**config.mk**
```make
export PLATFORM = sky130hd
export DESIGN_NAME = ncpu32k_fetch_top
export DESIGN_NICKNAME = d
export VERILOG_FILES = /design/src/rtl/ncpu32k_pkg.sv /design/src/rtl/ncpu32k_fetch_top.sv /design/src/rtl/ncpu32k_ifu.sv /design/src/rtl/ncpu32k_imem.sv /design/src/rtl/ncpu32k_pipebuf.sv /design/src/rtl/ncpu32k_ipdu.sv
export SDC_FILE = /design/constraint.sdc
export NUM_CORES = 1
export LEC_CHECK = 0
export BUFFER_PORTS_ARGS = -buffer_cell sky130_fd_sc_hd__buf_2
export CAP_MARGIN = 30
export CELL_PAD_IN_SITES_DETAIL_PLACEMENT = 0
export CELL_PAD_IN_SITES_GLOBAL_PLACEMENT = 1
export CORE_MARGIN = 8
export CORE_UTILIZATION = 45
export CTS_CLUSTER_DIAMETER = 150
export DETAILED_ROUTE_END_ITERATION = 7
export PLACE_DENSITY_LB_ADDON = 0.25
export SLEW_MARGIN = 30
export SYNTH_ARGS = -nofsm -noshare
export SYNTH_HDL_FRONTEND = slang
export SYNTH_SLANG_ARGS = --single-unit
```
**constraint.sdc**
```tcl
create_clock -name clk -period 5.7 [get_ports clk]
set_input_delay 1.14 -clock clk [delete_from_list [all_inputs] [get_ports clk]]
set_output_delay 1.14 -clock clk [all_outputs]
set_load 0.05 [all_outputs]
```
**src/testbench/program.hex**
```
// One 32-bit instruction word per line, word 0 first.
// Bits 5:0 are the opcode, bits 31:6 the signed word offset of a jump.
00000A10
00000B11
12345620
000000C1 // OP_JMP +3
DEADBE05
DEADBE06
00C0FF3F
00000102 // OP_JMPL +4
BAD00008
BAD00009
BAD0000A
0ABCDE00
FFFFFF00
FFFFFCC1 // OP_JMP -13
5555550E
5555550F
10000010
000000C3 // OP_BT +3
20000012
30000013
00000104 // OP_BF +4
40000015
50000016
60000017
70000018
FFFFFDC1 // OP_JMP -9
8000001A
9000001B
A000001C
B000001D
C000001E
D000001F

```
**src/rtl/ncpu32k_pkg.sv**
```systemverilog
/* Shared widths, vector typedefs, opcodes, memory and reset constants,
   and the packed structs of the fetch subsystem. */

package ncpu32k_pkg;

   // Instruction and address widths.
   // The PC counts 32-bit words, so it drops the two byte-offset bits.
   localparam int IW  = 32;
   localparam int AW  = 32;
   localparam int PCW = AW - 2;

   // The opcode sits in the low bits of the instruction word.
   // The relative jump offset fills the remaining upper bits.
   localparam int OPC_W    = 6;
   localparam int OFFSET_W = IW - OPC_W;

   typedef logic [IW-1:0]    insn_t;
   typedef logic [AW-1:0]    addr_t;
   typedef logic [PCW-1:0]   pc_t;
   typedef logic [OPC_W-1:0] opcode_t;

   // Relative jump opcodes recognised by the predecoder.
   // Every other opcode is treated as a plain instruction.
   localparam opcode_t OP_JMP  = 6'd1;
   localparam opcode_t OP_JMPL = 6'd2;
   localparam opcode_t OP_BT   = 6'd3;
   localparam opcode_t OP_BF   = 6'd4;

   // Instruction memory geometry.
   // Only the low IMEM_AW bits of the word address select a word.
   localparam int IMEM_AW    = 5;
   localparam int IMEM_DEPTH = 1 << IMEM_AW;

   // Fetch starts at word 0 after reset.
   localparam pc_t RESET_PC = '0;

   // Number of cycles the warm-up counter runs before fetch is enabled.
   localparam int WARMUP_CYCLES = 2;
   localparam int WARMUP_CW     = 2;

   typedef logic [WARMUP_CW-1:0] warmup_cnt_t;

   // Response of the instruction memory.
   // The id is the word address the instruction was read from.
   typedef struct packed {
      insn_t insn;
      pc_t   id;
   } ibus_rsp_t;

   // Item handed to decode, with the predecode flags attached.
   typedef struct packed {
      insn_t insn;
      pc_t   pc;
      logic  op_jmprel;
      logic  jmprel_link;
   } idu_out_t;

endpackage
```
**src/rtl/ncpu32k_fetch_top.sv**
```systemverilog
/* Top level of the fetch subsystem joining the instruction memory
   and the fetch unit. */

`timescale 1ns/1ps

module ncpu32k_fetch_top (
   input  logic                  clk,
   input  logic                  reset,
   input  logic                  jmpfar,
   input  ncpu32k_pkg::pc_t      jmpfar_addr,
   input  logic                  cc,
   output logic                  idu_valid,
   input  logic                  idu_ready,
   output ncpu32k_pkg::idu_out_t idu_out
);

   // Bus between the memory and the fetch unit.
   logic                   fetch_en;
   logic                   ibus_valid;
   logic                   ibus_ready;
   ncpu32k_pkg::ibus_rsp_t ibus_rsp;
   ncpu32k_pkg::addr_t     ibus_addr;

   ncpu32k_imem u_imem (
      .clk       (clk),
      .reset     (reset),
      .fetch_en  (fetch_en),
      .addr      (ibus_addr),
      .rsp_valid (ibus_valid),
      .rsp_ready (ibus_ready),
      .rsp       (ibus_rsp)
   );

   // The fetch unit drives decode directly, with no extra stage here.
   ncpu32k_ifu u_ifu (
      .clk         (clk),
      .reset       (reset),
      .fetch_en    (fetch_en),
      .ibus_valid  (ibus_valid),
      .ibus_ready  (ibus_ready),
      .ibus_rsp    (ibus_rsp),
      .ibus_addr   (ibus_addr),
      .jmpfar      (jmpfar),
      .jmpfar_addr (jmpfar_addr),
      .cc          (cc),
      .idu_valid   (idu_valid),
      .idu_ready   (idu_ready),
      .idu_out     (idu_out)
   );

endmodule

```
**src/rtl/ncpu32k_ifu.sv**
```systemverilog
/* Instruction fetch unit with warm-up counter, restart PC,
   next-address selection, predecode and the decode-side buffer. */

`timescale 1ns/1ps

module ncpu32k_ifu (
   input  logic                   clk,
   input  logic                   reset,
   output logic                   fetch_en,
   input  logic                   ibus_valid,
   output logic                   ibus_ready,
   input  ncpu32k_pkg::ibus_rsp_t ibus_rsp,
   output ncpu32k_pkg::addr_t     ibus_addr,
   input  logic                   jmpfar,
   input  ncpu32k_pkg::pc_t       jmpfar_addr,
   input  logic                   cc,
   output logic                   idu_valid,
   input  logic                   idu_ready,
   output ncpu32k_pkg::idu_out_t  idu_out
);

   ncpu32k_pkg::warmup_cnt_t warmup_cnt;
   ncpu32k_pkg::pc_t         restart_pc;
   ncpu32k_pkg::pc_t         next_pc;
   ncpu32k_pkg::pc_t         jmprel_offset;
   logic                     op_jmprel;
   logic                     jmprel_link;
   logic                     jmprel_taken;
   logic                     buf_in_valid;
   logic                     buf_in_ready;
   logic                     buf_out_valid;
   ncpu32k_pkg::idu_out_t    buf_din;
   ncpu32k_pkg::idu_out_t    buf_dout;

   // Warm-up counter.
   // It counts up after reset and parks at WARMUP_CYCLES, which enables
   // fetch on the second clock edge after reset is released.
   always_ff @(posedge clk) begin
      if (reset) begin
         warmup_cnt <= '0;
      end else if (~fetch_en) begin
         warmup_cnt <= warmup_cnt + 1'b1;
      end
   end

   assign fetch_en =
      (warmup_cnt == ncpu32k_pkg::warmup_cnt_t'(ncpu32k_pkg::WARMUP_CYCLES));

   // Restart PC.
   // It supplies the fetch address whenever no response is on the bus,
   // which covers the first read after reset and reads after a far jump.
   always_ff @(posedge clk) begin
      if (reset) begin
         restart_pc <= ncpu32k_pkg::RESET_PC;
      end else if (jmpfar) begin
         restart_pc <= jmpfar_addr;
      end
   end

   // Predecode the word presented by the memory.
   ncpu32k_ipdu u_ipdu (
      .insn          (ibus_rsp.insn),
      .cc            (cc),
      .op_jmprel     (op_jmprel),
      .jmprel_link   (jmprel_link),
      .jmprel_taken  (jmprel_taken),
      .jmprel_offset (jmprel_offset)
   );

   // Next fetch address, first matching case wins.
   // A far jump overrides everything, then a taken relative jump, then
   // the sequential successor of the presented word.
   always_comb begin
      if (jmpfar) begin
         next_pc = jmpfar_addr;
      end else if (ibus_valid & jmprel_taken) begin
         next_pc = ibus_rsp.id + jmprel_offset;
      end else if (ibus_valid) begin
         next_pc = ibus_rsp.id + 1'b1;
      end else begin
         next_pc = restart_pc;
      end
   end

   // Word address to byte address.
   assign ibus_addr = {next_pc, 2'b00};

   // A far jump forces the response to be taken so that the memory slot
   // frees up and the target is read in the same cycle.
   // Otherwise the bus advances only when the buffer has room.
   assign ibus_ready = jmpfar | (fetch_en & buf_in_ready);

   // The response taken during a far jump is dropped here.
   assign buf_in_valid = ibus_valid & ~jmpfar;

   // Item for decode, built from the response and its predecode flags.
   always_comb begin
      buf_din.insn        = ibus_rsp.insn;
      buf_din.pc          = ibus_rsp.id;
      buf_din.op_jmprel   = op_jmprel;
      buf_din.jmprel_link = jmprel_link;
   end

   // Buffer toward decode.
   // The far jump flushes whatever older item it holds.
   ncpu32k_pipebuf u_pipebuf (
      .clk       (clk),
      .reset     (reset),
      .flush     (jmpfar),
      .in_valid  (buf_in_valid),
      .in_ready  (buf_in_ready),
      .din       (buf_din),
      .out_valid (buf_out_valid),
      .out_ready (idu_ready),
      .dout      (buf_dout)
   );

   assign idu_valid = buf_out_valid;

   // Decode sees zeros when nothing is valid, except for the pc, which
   // keeps showing the last item that passed through.
   always_comb begin
      idu_out.insn        = buf_dout.insn & {ncpu32k_pkg::IW{buf_out_valid}};
      idu_out.pc          = buf_dout.pc;
      idu_out.op_jmprel   = buf_dout.op_jmprel & buf_out_valid;
      idu_out.jmprel_link = buf_dout.jmprel_link & buf_out_valid;
   end

endmodule

```
**src/rtl/ncpu32k_imem.sv**
```systemverilog
/* Synchronous instruction memory with a single registered response slot,
   loaded from the program image. */

`timescale 1ns/1ps

module ncpu32k_imem (
   input  logic                   clk,
   input  logic                   reset,
   input  logic                   fetch_en,
   input  ncpu32k_pkg::addr_t     addr,
   output logic                   rsp_valid,
   input  logic                   rsp_ready,
   output ncpu32k_pkg::ibus_rsp_t rsp
);

   ncpu32k_pkg::insn_t     mem [0:ncpu32k_pkg::IMEM_DEPTH-1];
   ncpu32k_pkg::pc_t       word_addr;
   logic                   slot_valid;
   ncpu32k_pkg::ibus_rsp_t slot_q;
   logic                   issue;

   // Program image, shared with the testbench.
   initial begin
      $readmemh("/design/src/testbench/program.hex", mem);
   end

   // Byte address to word address.
   assign word_addr = addr[ncpu32k_pkg::AW-1:2];

   // A read goes out whenever fetch is on and the slot is free, or is
   // being emptied by the fetch unit in this cycle.
   assign issue = fetch_en & (~slot_valid | rsp_ready);

   always_ff @(posedge clk) begin
      if (reset) begin
         slot_valid <= 1'b0;
      end else if (issue) begin
         slot_valid <= 1'b1;
      end else if (rsp_ready) begin
         slot_valid <= 1'b0;
      end
   end

   // The slot captures the word and the full word address it came from.
   // Only the low index bits select the word, so addresses wrap around.
   always_ff @(posedge clk) begin
      if (issue) begin
         slot_q.insn <= mem[word_addr[ncpu32k_pkg::IMEM_AW-1:0]];
         slot_q.id   <= word_addr;
      end
   end

   assign rsp_valid = slot_valid;
   assign rsp       = slot_q;

endmodule

```
**src/rtl/ncpu32k_pipebuf.sv**
```systemverilog
/* One-entry valid/ready pipeline buffer with flush. */

`timescale 1ns/1ps

module ncpu32k_pipebuf (
   input  logic                  clk,
   input  logic                  reset,
   input  logic                  flush,
   input  logic                  in_valid,
   output logic                  in_ready,
   input  ncpu32k_pkg::idu_out_t din,
   output logic                  out_valid,
   input  logic                  out_ready,
   output ncpu32k_pkg::idu_out_t dout
);

   logic                  valid_q;
   ncpu32k_pkg::idu_out_t data_q;
   logic                  load;

   // The stage can accept a new item when it is empty, or when the item
   // it holds leaves in this same cycle.
   assign in_ready = ~valid_q | out_ready;
   assign load     = in_valid & in_ready;

   // Flush wins over a load so that nothing fetched before a redirect
   // survives into the next cycle.
   always_ff @(posedge clk) begin
      if (reset) begin
         valid_q <= 1'b0;
      end else if (flush) begin
         valid_q <= 1'b0;
      end else if (load) begin
         valid_q <= 1'b1;
      end else if (out_ready) begin
         valid_q <= 1'b0;
      end
   end

   // Payload register.
   // It keeps its old contents when nothing is loaded, so the pc of the
   // last item stays visible downstream.
   always_ff @(posedge clk) begin
      if (load & ~flush) begin
         data_q <= din;
      end
   end

   assign out_valid = valid_q;
   assign dout      = data_q;

endmodule

```
**src/rtl/ncpu32k_ipdu.sv**
```systemverilog
/* Predecoder that classifies an instruction word and resolves
   PC-relative jumps against the condition flag. */

`timescale 1ns/1ps

module ncpu32k_ipdu (
   input  ncpu32k_pkg::insn_t insn,
   input  logic               cc,
   output logic               op_jmprel,
   output logic               jmprel_link,
   output logic               jmprel_taken,
   output ncpu32k_pkg::pc_t   jmprel_offset
);

   ncpu32k_pkg::opcode_t opc;

   // The opcode field occupies the lowest bits of the word.
   assign opc = insn[ncpu32k_pkg::OPC_W-1:0];

   // Classify the opcode.
   // Conditional branches look at the flag that is current while the
   // response is presented on the bus.
   always_comb begin
      op_jmprel    = 1'b0;
      jmprel_link  = 1'b0;
      jmprel_taken = 1'b0;
      case (opc)
         ncpu32k_pkg::OP_JMP: begin
            op_jmprel    = 1'b1;
            jmprel_taken = 1'b1;
         end
         ncpu32k_pkg::OP_JMPL: begin
            // Same as a plain jump, but decode must also write the link.
            op_jmprel    = 1'b1;
            jmprel_link  = 1'b1;
            jmprel_taken = 1'b1;
         end
         ncpu32k_pkg::OP_BT: begin
            op_jmprel    = 1'b1;
            jmprel_taken = cc;
         end
         ncpu32k_pkg::OP_BF: begin
            op_jmprel    = 1'b1;
            jmprel_taken = ~cc;
         end
         default: begin
            // Plain instruction, fetch continues sequentially.
            op_jmprel    = 1'b0;
         end
      endcase
   end

   // The offset is a signed word count in the upper bits of the insn.
   // It is sign-extended to the PC width so the adder wraps naturally.
   assign jmprel_offset = {
      {(ncpu32k_pkg::PCW - ncpu32k_pkg::OFFSET_W){insn[ncpu32k_pkg::IW-1]}},
      insn[ncpu32k_pkg::IW-1:ncpu32k_pkg::OPC_W]
   };

endmodule

```
==> results.cfg, run 1 <==
[placed_design]
gp_congestion = 0.7398
port-buffer-count = 64
hpwl_mm = 6.366
dp.cells = 570

[timing]
finalHoldViolCount = 0
slew_headroom_pct = 46.42
slew_violations = 0
fin_tns_setup_ns = 0
grt_setup_unrepaired = false
fin_skew_ns = 0.01092
max_freq_mhz = 318.7
min_period_ns = 3.138
worstMarginPinSlew_ns = 0.8028
fin_hold_ws_ns = 0.4646
setup_viol_count_final = 0
finalCritPeriodShare_pct = 55.05

[yosys]
netlist_area_mm2 = 0.004322
synth_cell_types = 36
synth_area_per_cell_um2 = 11.05
synthCells = 391
synth-edff-count = 60
ys_seq_elements = 94
synthArstFlopShare_pct = 0
ys_seq_area_share_pct = 57.44
synthTopCellsByArea = edfxtp_1 42%, dfxtp_1 16%, buf_4 5.9%, mux2i_1 5.6%, xnor2_1 4.7%
yosys_most_used_dff = edfxtp_1
yosys.area.top_type = edfxtp_1
yosysWarnings = 0
netlist.area_leader.share_pct = 41.69

[min_path]
holdPathEnd = u_ifu.restart_pc[7]$_SDFFE_PP0P_
hp-class = reg -> reg
timing.hold.worst.start = u_ifu.restart_pc[7]$_SDFFE_PP0P_
hold-path-cell-count = 2

[routing]
drtIter0Drc = 198
via_count = 2965
drtAntennaViolNets = 0
routedWlPerCell_um = 15.69
via_per_inst = 5.060
drt_wl_total_mm = 9.192
drc = 0
firstDrtPassIters = 5

[clock_network]
clock-root-buffer = clkbuf_8
cts_htree_levels = 3
cts_resized = 0
clock_latency_ns = 0.36
clock_sinks = 94
post_cts_buffers = 0
cts_buffers = 9
clk_pin_slew_ns = 0.08
cts_tree = done
cts_hold_buffers = 0
clockBufferDepth = 2

[floorplan]
initial_core_util_pct = 46.55
placementRows = 35
die_w_um = 114
core-area_mm2 = 0.009284
fp.dieH_um = 114
io_pins = 100
die_area_mm2 = 0.01300

[finish]
drive_above_1_share_pct = 19.69
mostFrequentLayoutCells = 64 x buf_2, 60 x edfxtp_1, 34 x nor2_1, 34 x conb_1
num_antenna_cells = 0
instances_no_fill = 586
nFillCells = 881
layout_commonest_cell = buf_2
area_growth_pct = 11.52
layout.nets = 489
finish.utilization_pct = 51.91

[worst_setup_path]
cp-end-kind = flip-flop
cp.arrival_ns = 3.19
worst-r2r-cell-count = 3
worstPathRequired_ns = 5.75
crit_fanout = 17
rr_startpoint = u_imem.rsp_valid$_SDFFE_PP0P_
rrSetupSlack_ns = 3.05
critPathLaunchType = input port
r2r_end = u_ifu.u_pipebuf.dout[9]$_DFFE_PP_
criticalPathCategory = in -> reg

[global_route]
grt_overflow = 0
grt_pass1_vias = 3069
grt_usage_pct = 14.39
antenna_found_initial = 0
grt_max_degree = 67
grt_pass1_wl_mm = 14.85

[pwr]
p_leak_nw = 1.829
peakVddDrop_uv = 141.4
powerDensity_mw_per_mm2 = 360.1

[job]
drv_cap = 0

[run_status]
status = finished, final reports clean
[synthesized netlist by cell type, drive strengths merged (2+ instances only)]
cell type	n
nor4	5
o21ai	31
and3	4
inv	7
and4	3
ha	2
xnor2	23
nor3	12
nand4	4
a21oi	12
a22oi	18
nor2b	2
buf	34
nand3	13
or4	2
edfxtp	60
o31ai	4
mux2i	24
dfxtp	34
nor2	35
nand2	33
clkbuf	17
xor2	4
[layer usage]
| layer | track usage, % | part of all wire (%) |
|---|---|---|
| met2 | 23.38 | 47 |
| met3 | 2.853 | 5.8 |
| met5 | 0 | 0 |
| met4 | 7.098 | 2.0 |
| met1 | 17.86 | 46 |
[per-stage QoR]
stage / power [mW] / instance area (µm²) / setup WS (ns)
2_1_floorplan: 1.263 / 4446 / 1.808
3_3_place_gp: 1.338 / 4634 / 2.026
3_5_place_dp: 1.353 / 4642 / 2.082
4_1_cts: 1.751 / 4818 / 2.444
5_1_grt: 1.824 / 4820 / 2.407
6_report: 1.736 / 4820 / 2.562
[registers in the layout, summed over array words and instances (netlist names)]
name,count
u_ifu.restart_pc,30
u_ifu.u_pipebuf.dout,30
u_ifu.u_pipebuf.out_valid,1
u_ifu.warmup_cnt,2
u_imem.rsp,30
u_imem.rsp_valid,1
[power breakdown]
group          switching, mW  internal (mW)
Combinational          0.260          0.119
Clock                  0.232          0.170
Sequential            0.0959          0.859
Total                  0.588           1.15
[cell type report]
class	count	area [µm²]	share of cell area [%]
sequential	94	2484	51.53
multi-input combinational	272	1622	33.64
timing repair buffer	68	350.3	7.269
tap	129	161.4	3.349
clock buffer	11	141.4	2.934
clock inverter	5	35.03	0.7269
inverter	7	26.28	0.5452
[kinds of logic (layout without fill, tap and decap cells)]
kind of cell,Yosys count,count (layout),share of synthesized area [%]
AOI/OAI and AO/OA,69,69,9.583
xor gates and xnor gates,27,27,5.472
adders and majority gates,2,2,0.5789
buffers and inverters,58,91,8.222
DFF,94,94,57.44
muxes,24,24,5.559
other,1,34,0.08677
and+or+nand+nor,116,116,13.06
[worst max-delay path, stage by stage]
cell	delay, ns
buf_2	0.10
inv_1	0.32
nand2_1	0.46
nor2_2	0.79
buf_4	0.37
[how the worst max path moves through the flow]
stage,start,end,slack (ns),cells after the start
global placement,jmpfar,u_imem.rsp[5]$_DFFE_PP_,2.03,5
CTS,jmpfar,u_ifu.u_pipebuf.dout[9]$_DFFE_PP_,2.44,5
detailed placement,jmpfar,u_ifu.u_pipebuf.dout[15]$_DFFE_PP_,2.08,5
floorplan,idu_ready,u_imem.rsp[0]$_DFFE_PP_,1.81,2
finish,jmpfar,u_ifu.u_pipebuf.dout[9]$_DFFE_PP_,2.56,5
global route,jmpfar,u_ifu.u_pipebuf.dout[9]$_DFFE_PP_,2.41,5
(Power assumes the default switching activity.)
==> inputs of run 2 (changes only) <==
--- a/config.mk
+++ b/config.mk
@@ -10,7 +10,7 @@
 export CELL_PAD_IN_SITES_DETAIL_PLACEMENT = 0
 export CELL_PAD_IN_SITES_GLOBAL_PLACEMENT = 1
 export CORE_MARGIN = 8
-export CORE_UTILIZATION = 45
+export CORE_UTILIZATION = 38
 export CTS_CLUSTER_DIAMETER = 150
 export DETAILED_ROUTE_END_ITERATION = 7
 export PLACE_DENSITY_LB_ADDON = 0.25
==> constraint.sdc (replaced) <==
create_clock -name clk -period 2.6 [get_ports clk]
set_input_delay 0.52 -clock clk [delete_from_list [all_inputs] [get_ports clk]]
set_output_delay 0.52 -clock clk [all_outputs]
set_load 0.05 [all_outputs]
==> results.cfg, run 2 (synthesis gave the netlist of run 1 again) <==
[run_status]
status = finished, final reports clean

[floorplan]
initial_core_util_pct = 38.34
io_pins = 100
fp.dieH_um = 122.6
core-area_mm2 = 0.01127
die_w_um = 122.6
placementRows = 39
die_area_mm2 = 0.01504

[worst_setup_path]
criticalPathCategory = reg -> reg
worstPathRequired_ns = 2.81
r2r_end = u_imem.rsp[27]$_DFFE_PP_
crit_chain = buf_4 > nand4_2 > or4_4 > or4_1 > a311oi_1 > a21o_1
crit_fanout = 6
worst-r2r-cell-count = 6
cpPeakStageDelay_ns = 0.54
cp.arrival_ns = 2.32
rrSetupSlack_ns = 0.49
critPathLaunchType = flip-flop
cpMaxStageDelayCell = or4_4
cp-end-kind = flip-flop
rr_startpoint = u_imem.rsp[3]$_DFFE_PP_

[timing]
finalHoldViolCount = 0
fin_hold_ws_ns = 0.4346
min_period_ns = 2.110
max_freq_mhz = 473.9
slew_violations = 0
grt_setup_unrepaired = false
fin_tns_setup_ns = 0
fin_ws_ns = 0.4899
worstMarginPinSlew_ns = 0.7519
fin_skew_ns = 0.007558
setup_viol_count_final = 0
finalCritPeriodShare_pct = 81.16
slew_headroom_pct = 49.88

[min_path]
hold-path-cell-count = 3
hp-class = in -> reg
holdPathEnd = u_ifu.restart_pc[14]$_SDFFE_PP0P_
timing.hold.worst.start = jmpfar_addr[14]

[placed_design]
hpwl_mm = 6.520
place_area_mm2 = 0.004732
place_ws_ns = 0.5259
port-buffer-count = 64
gp_congestion = 0.7532
dp.cells = 593

[global_route]
grt_usage_pct = 12.83
grt_pass1_vias = 2954
grt_pass1_wl_mm = 14.98
grt_overflow = 0
antenna_found_initial = 0
grt_max_degree = 44

[finish]
instances_no_fill = 609
multi_input_area_mm2 = 0.001622
layout.nets = 498
stdcell_area_mm2 = 0.005056
nFillCells = 1057
ff_latch_area_mm2 = 0.002482
mostFrequentLayoutCells = 64 x buf_2, 60 x edfxtp_1, 34 x nor2_1, 34 x conb_1, 34 x dfxtp_1
num_antenna_cells = 0
layout_commonest_cell = buf_2
finish.utilization_pct = 44.86
area_growth_pct = 16.99
drive_above_1_share_pct = 21.03

[pwr]
peakVddDrop_uv = 373.5
powerDensity_mw_per_mm2 = 863.0
power_mw = 4.363
p_leak_nw = 1.953

[routing]
firstDrtPassIters = 5
drc = 0
drtAntennaViolNets = 0
drt_wl_total_mm = 9.276
drtIter0Drc = 182
routedWlPerCell_um = 15.23
via_count = 2928
via_per_inst = 4.808

[clock_network]
clock_latency_ns = 0.34
cts_htree_levels = 3
cts_hold_buffers = 0
clock-root-buffer = clkbuf_16
cts_resized = 0
cts_buffers = 9
clockBufferDepth = 2
post_cts_buffers = 0
clock_sinks = 94
cts_tree = done
clk_pin_slew_ns = 0.07

[job]
drv_cap = 0
## run 2: cell count changes in the layout (fill, tap and decap cells not counted), moves of 2 or more
cell / before / now
clkbuf_16: 0 / 9
clkbuf_8: 10 / 1
buf_4: 4 / 12
clkinvlp_4: 3 / 0
bufinv_16: 0 / 2
clkinv_2: 0 / 2
## run 2: how the worst max path moves through the flow
stage	from	endpoint	slack (ns)	cells past startpoint
after global placement	u_imem.rsp[4]$_DFFE_PP_	u_imem.rsp[28]$_DFFE_PP_	0.53	6
after CTS	u_imem.rsp[20]$_DFFE_PP_	u_imem.rsp[27]$_DFFE_PP_	0.49	5
after detailed placement	u_imem.rsp[20]$_DFFE_PP_	u_imem.rsp[27]$_DFFE_PP_	0.53	5
after floorplan	u_ifu.u_pipebuf.out_valid$_SDFFE_PP0P_	u_imem.rsp[0]$_DFFE_PP_	0.006	2
after global routing	u_imem.rsp[20]$_DFFE_PP_	u_imem.rsp[27]$_DFFE_PP_	0.35	5
final	u_imem.rsp[3]$_DFFE_PP_	u_imem.rsp[27]$_DFFE_PP_	0.49	6
## run 2: power by group
| part | switching (mW) | internal (mW) |
|---|---|---|
| registers | 0.181 | 1.88 |
| logic | 0.605 | 0.299 |
| clock network | 0.530 | 0.866 |
## run 2: worst max-delay path, delay by kind of cell (launching register included)
| kind | cells | cell delay (ns) |
|---|---|---|
| AO/OA/AOI/OAI | 2 | 0.42 |
| buffers and inverters | 1 | 0.15 |
| flip-flops | 1 | 0.34 |
| AND/OR/NAND/NOR | 3 | 1.09 |
## run 2: final cells by class
cell class	instances	share of cell area (%)
Sequential cell	94	49.10
Multi-Input combinational cell	272	32.07
Timing Repair Buffer	77	8.513
Clock buffer	12	4.875
Tap cell	143	3.539
Clock inverter	4	1.386
Inverter	7	0.5197
## run 2: per-layer routing
metal,vias to the layer above,wire (µm),global-route usage (%)
met5,-,0,0
met4,0,121,5.255
met3,7,529,3.956
met2,74,4292,20.12
met1,1371,4332,16.15
li1,1476,-,-
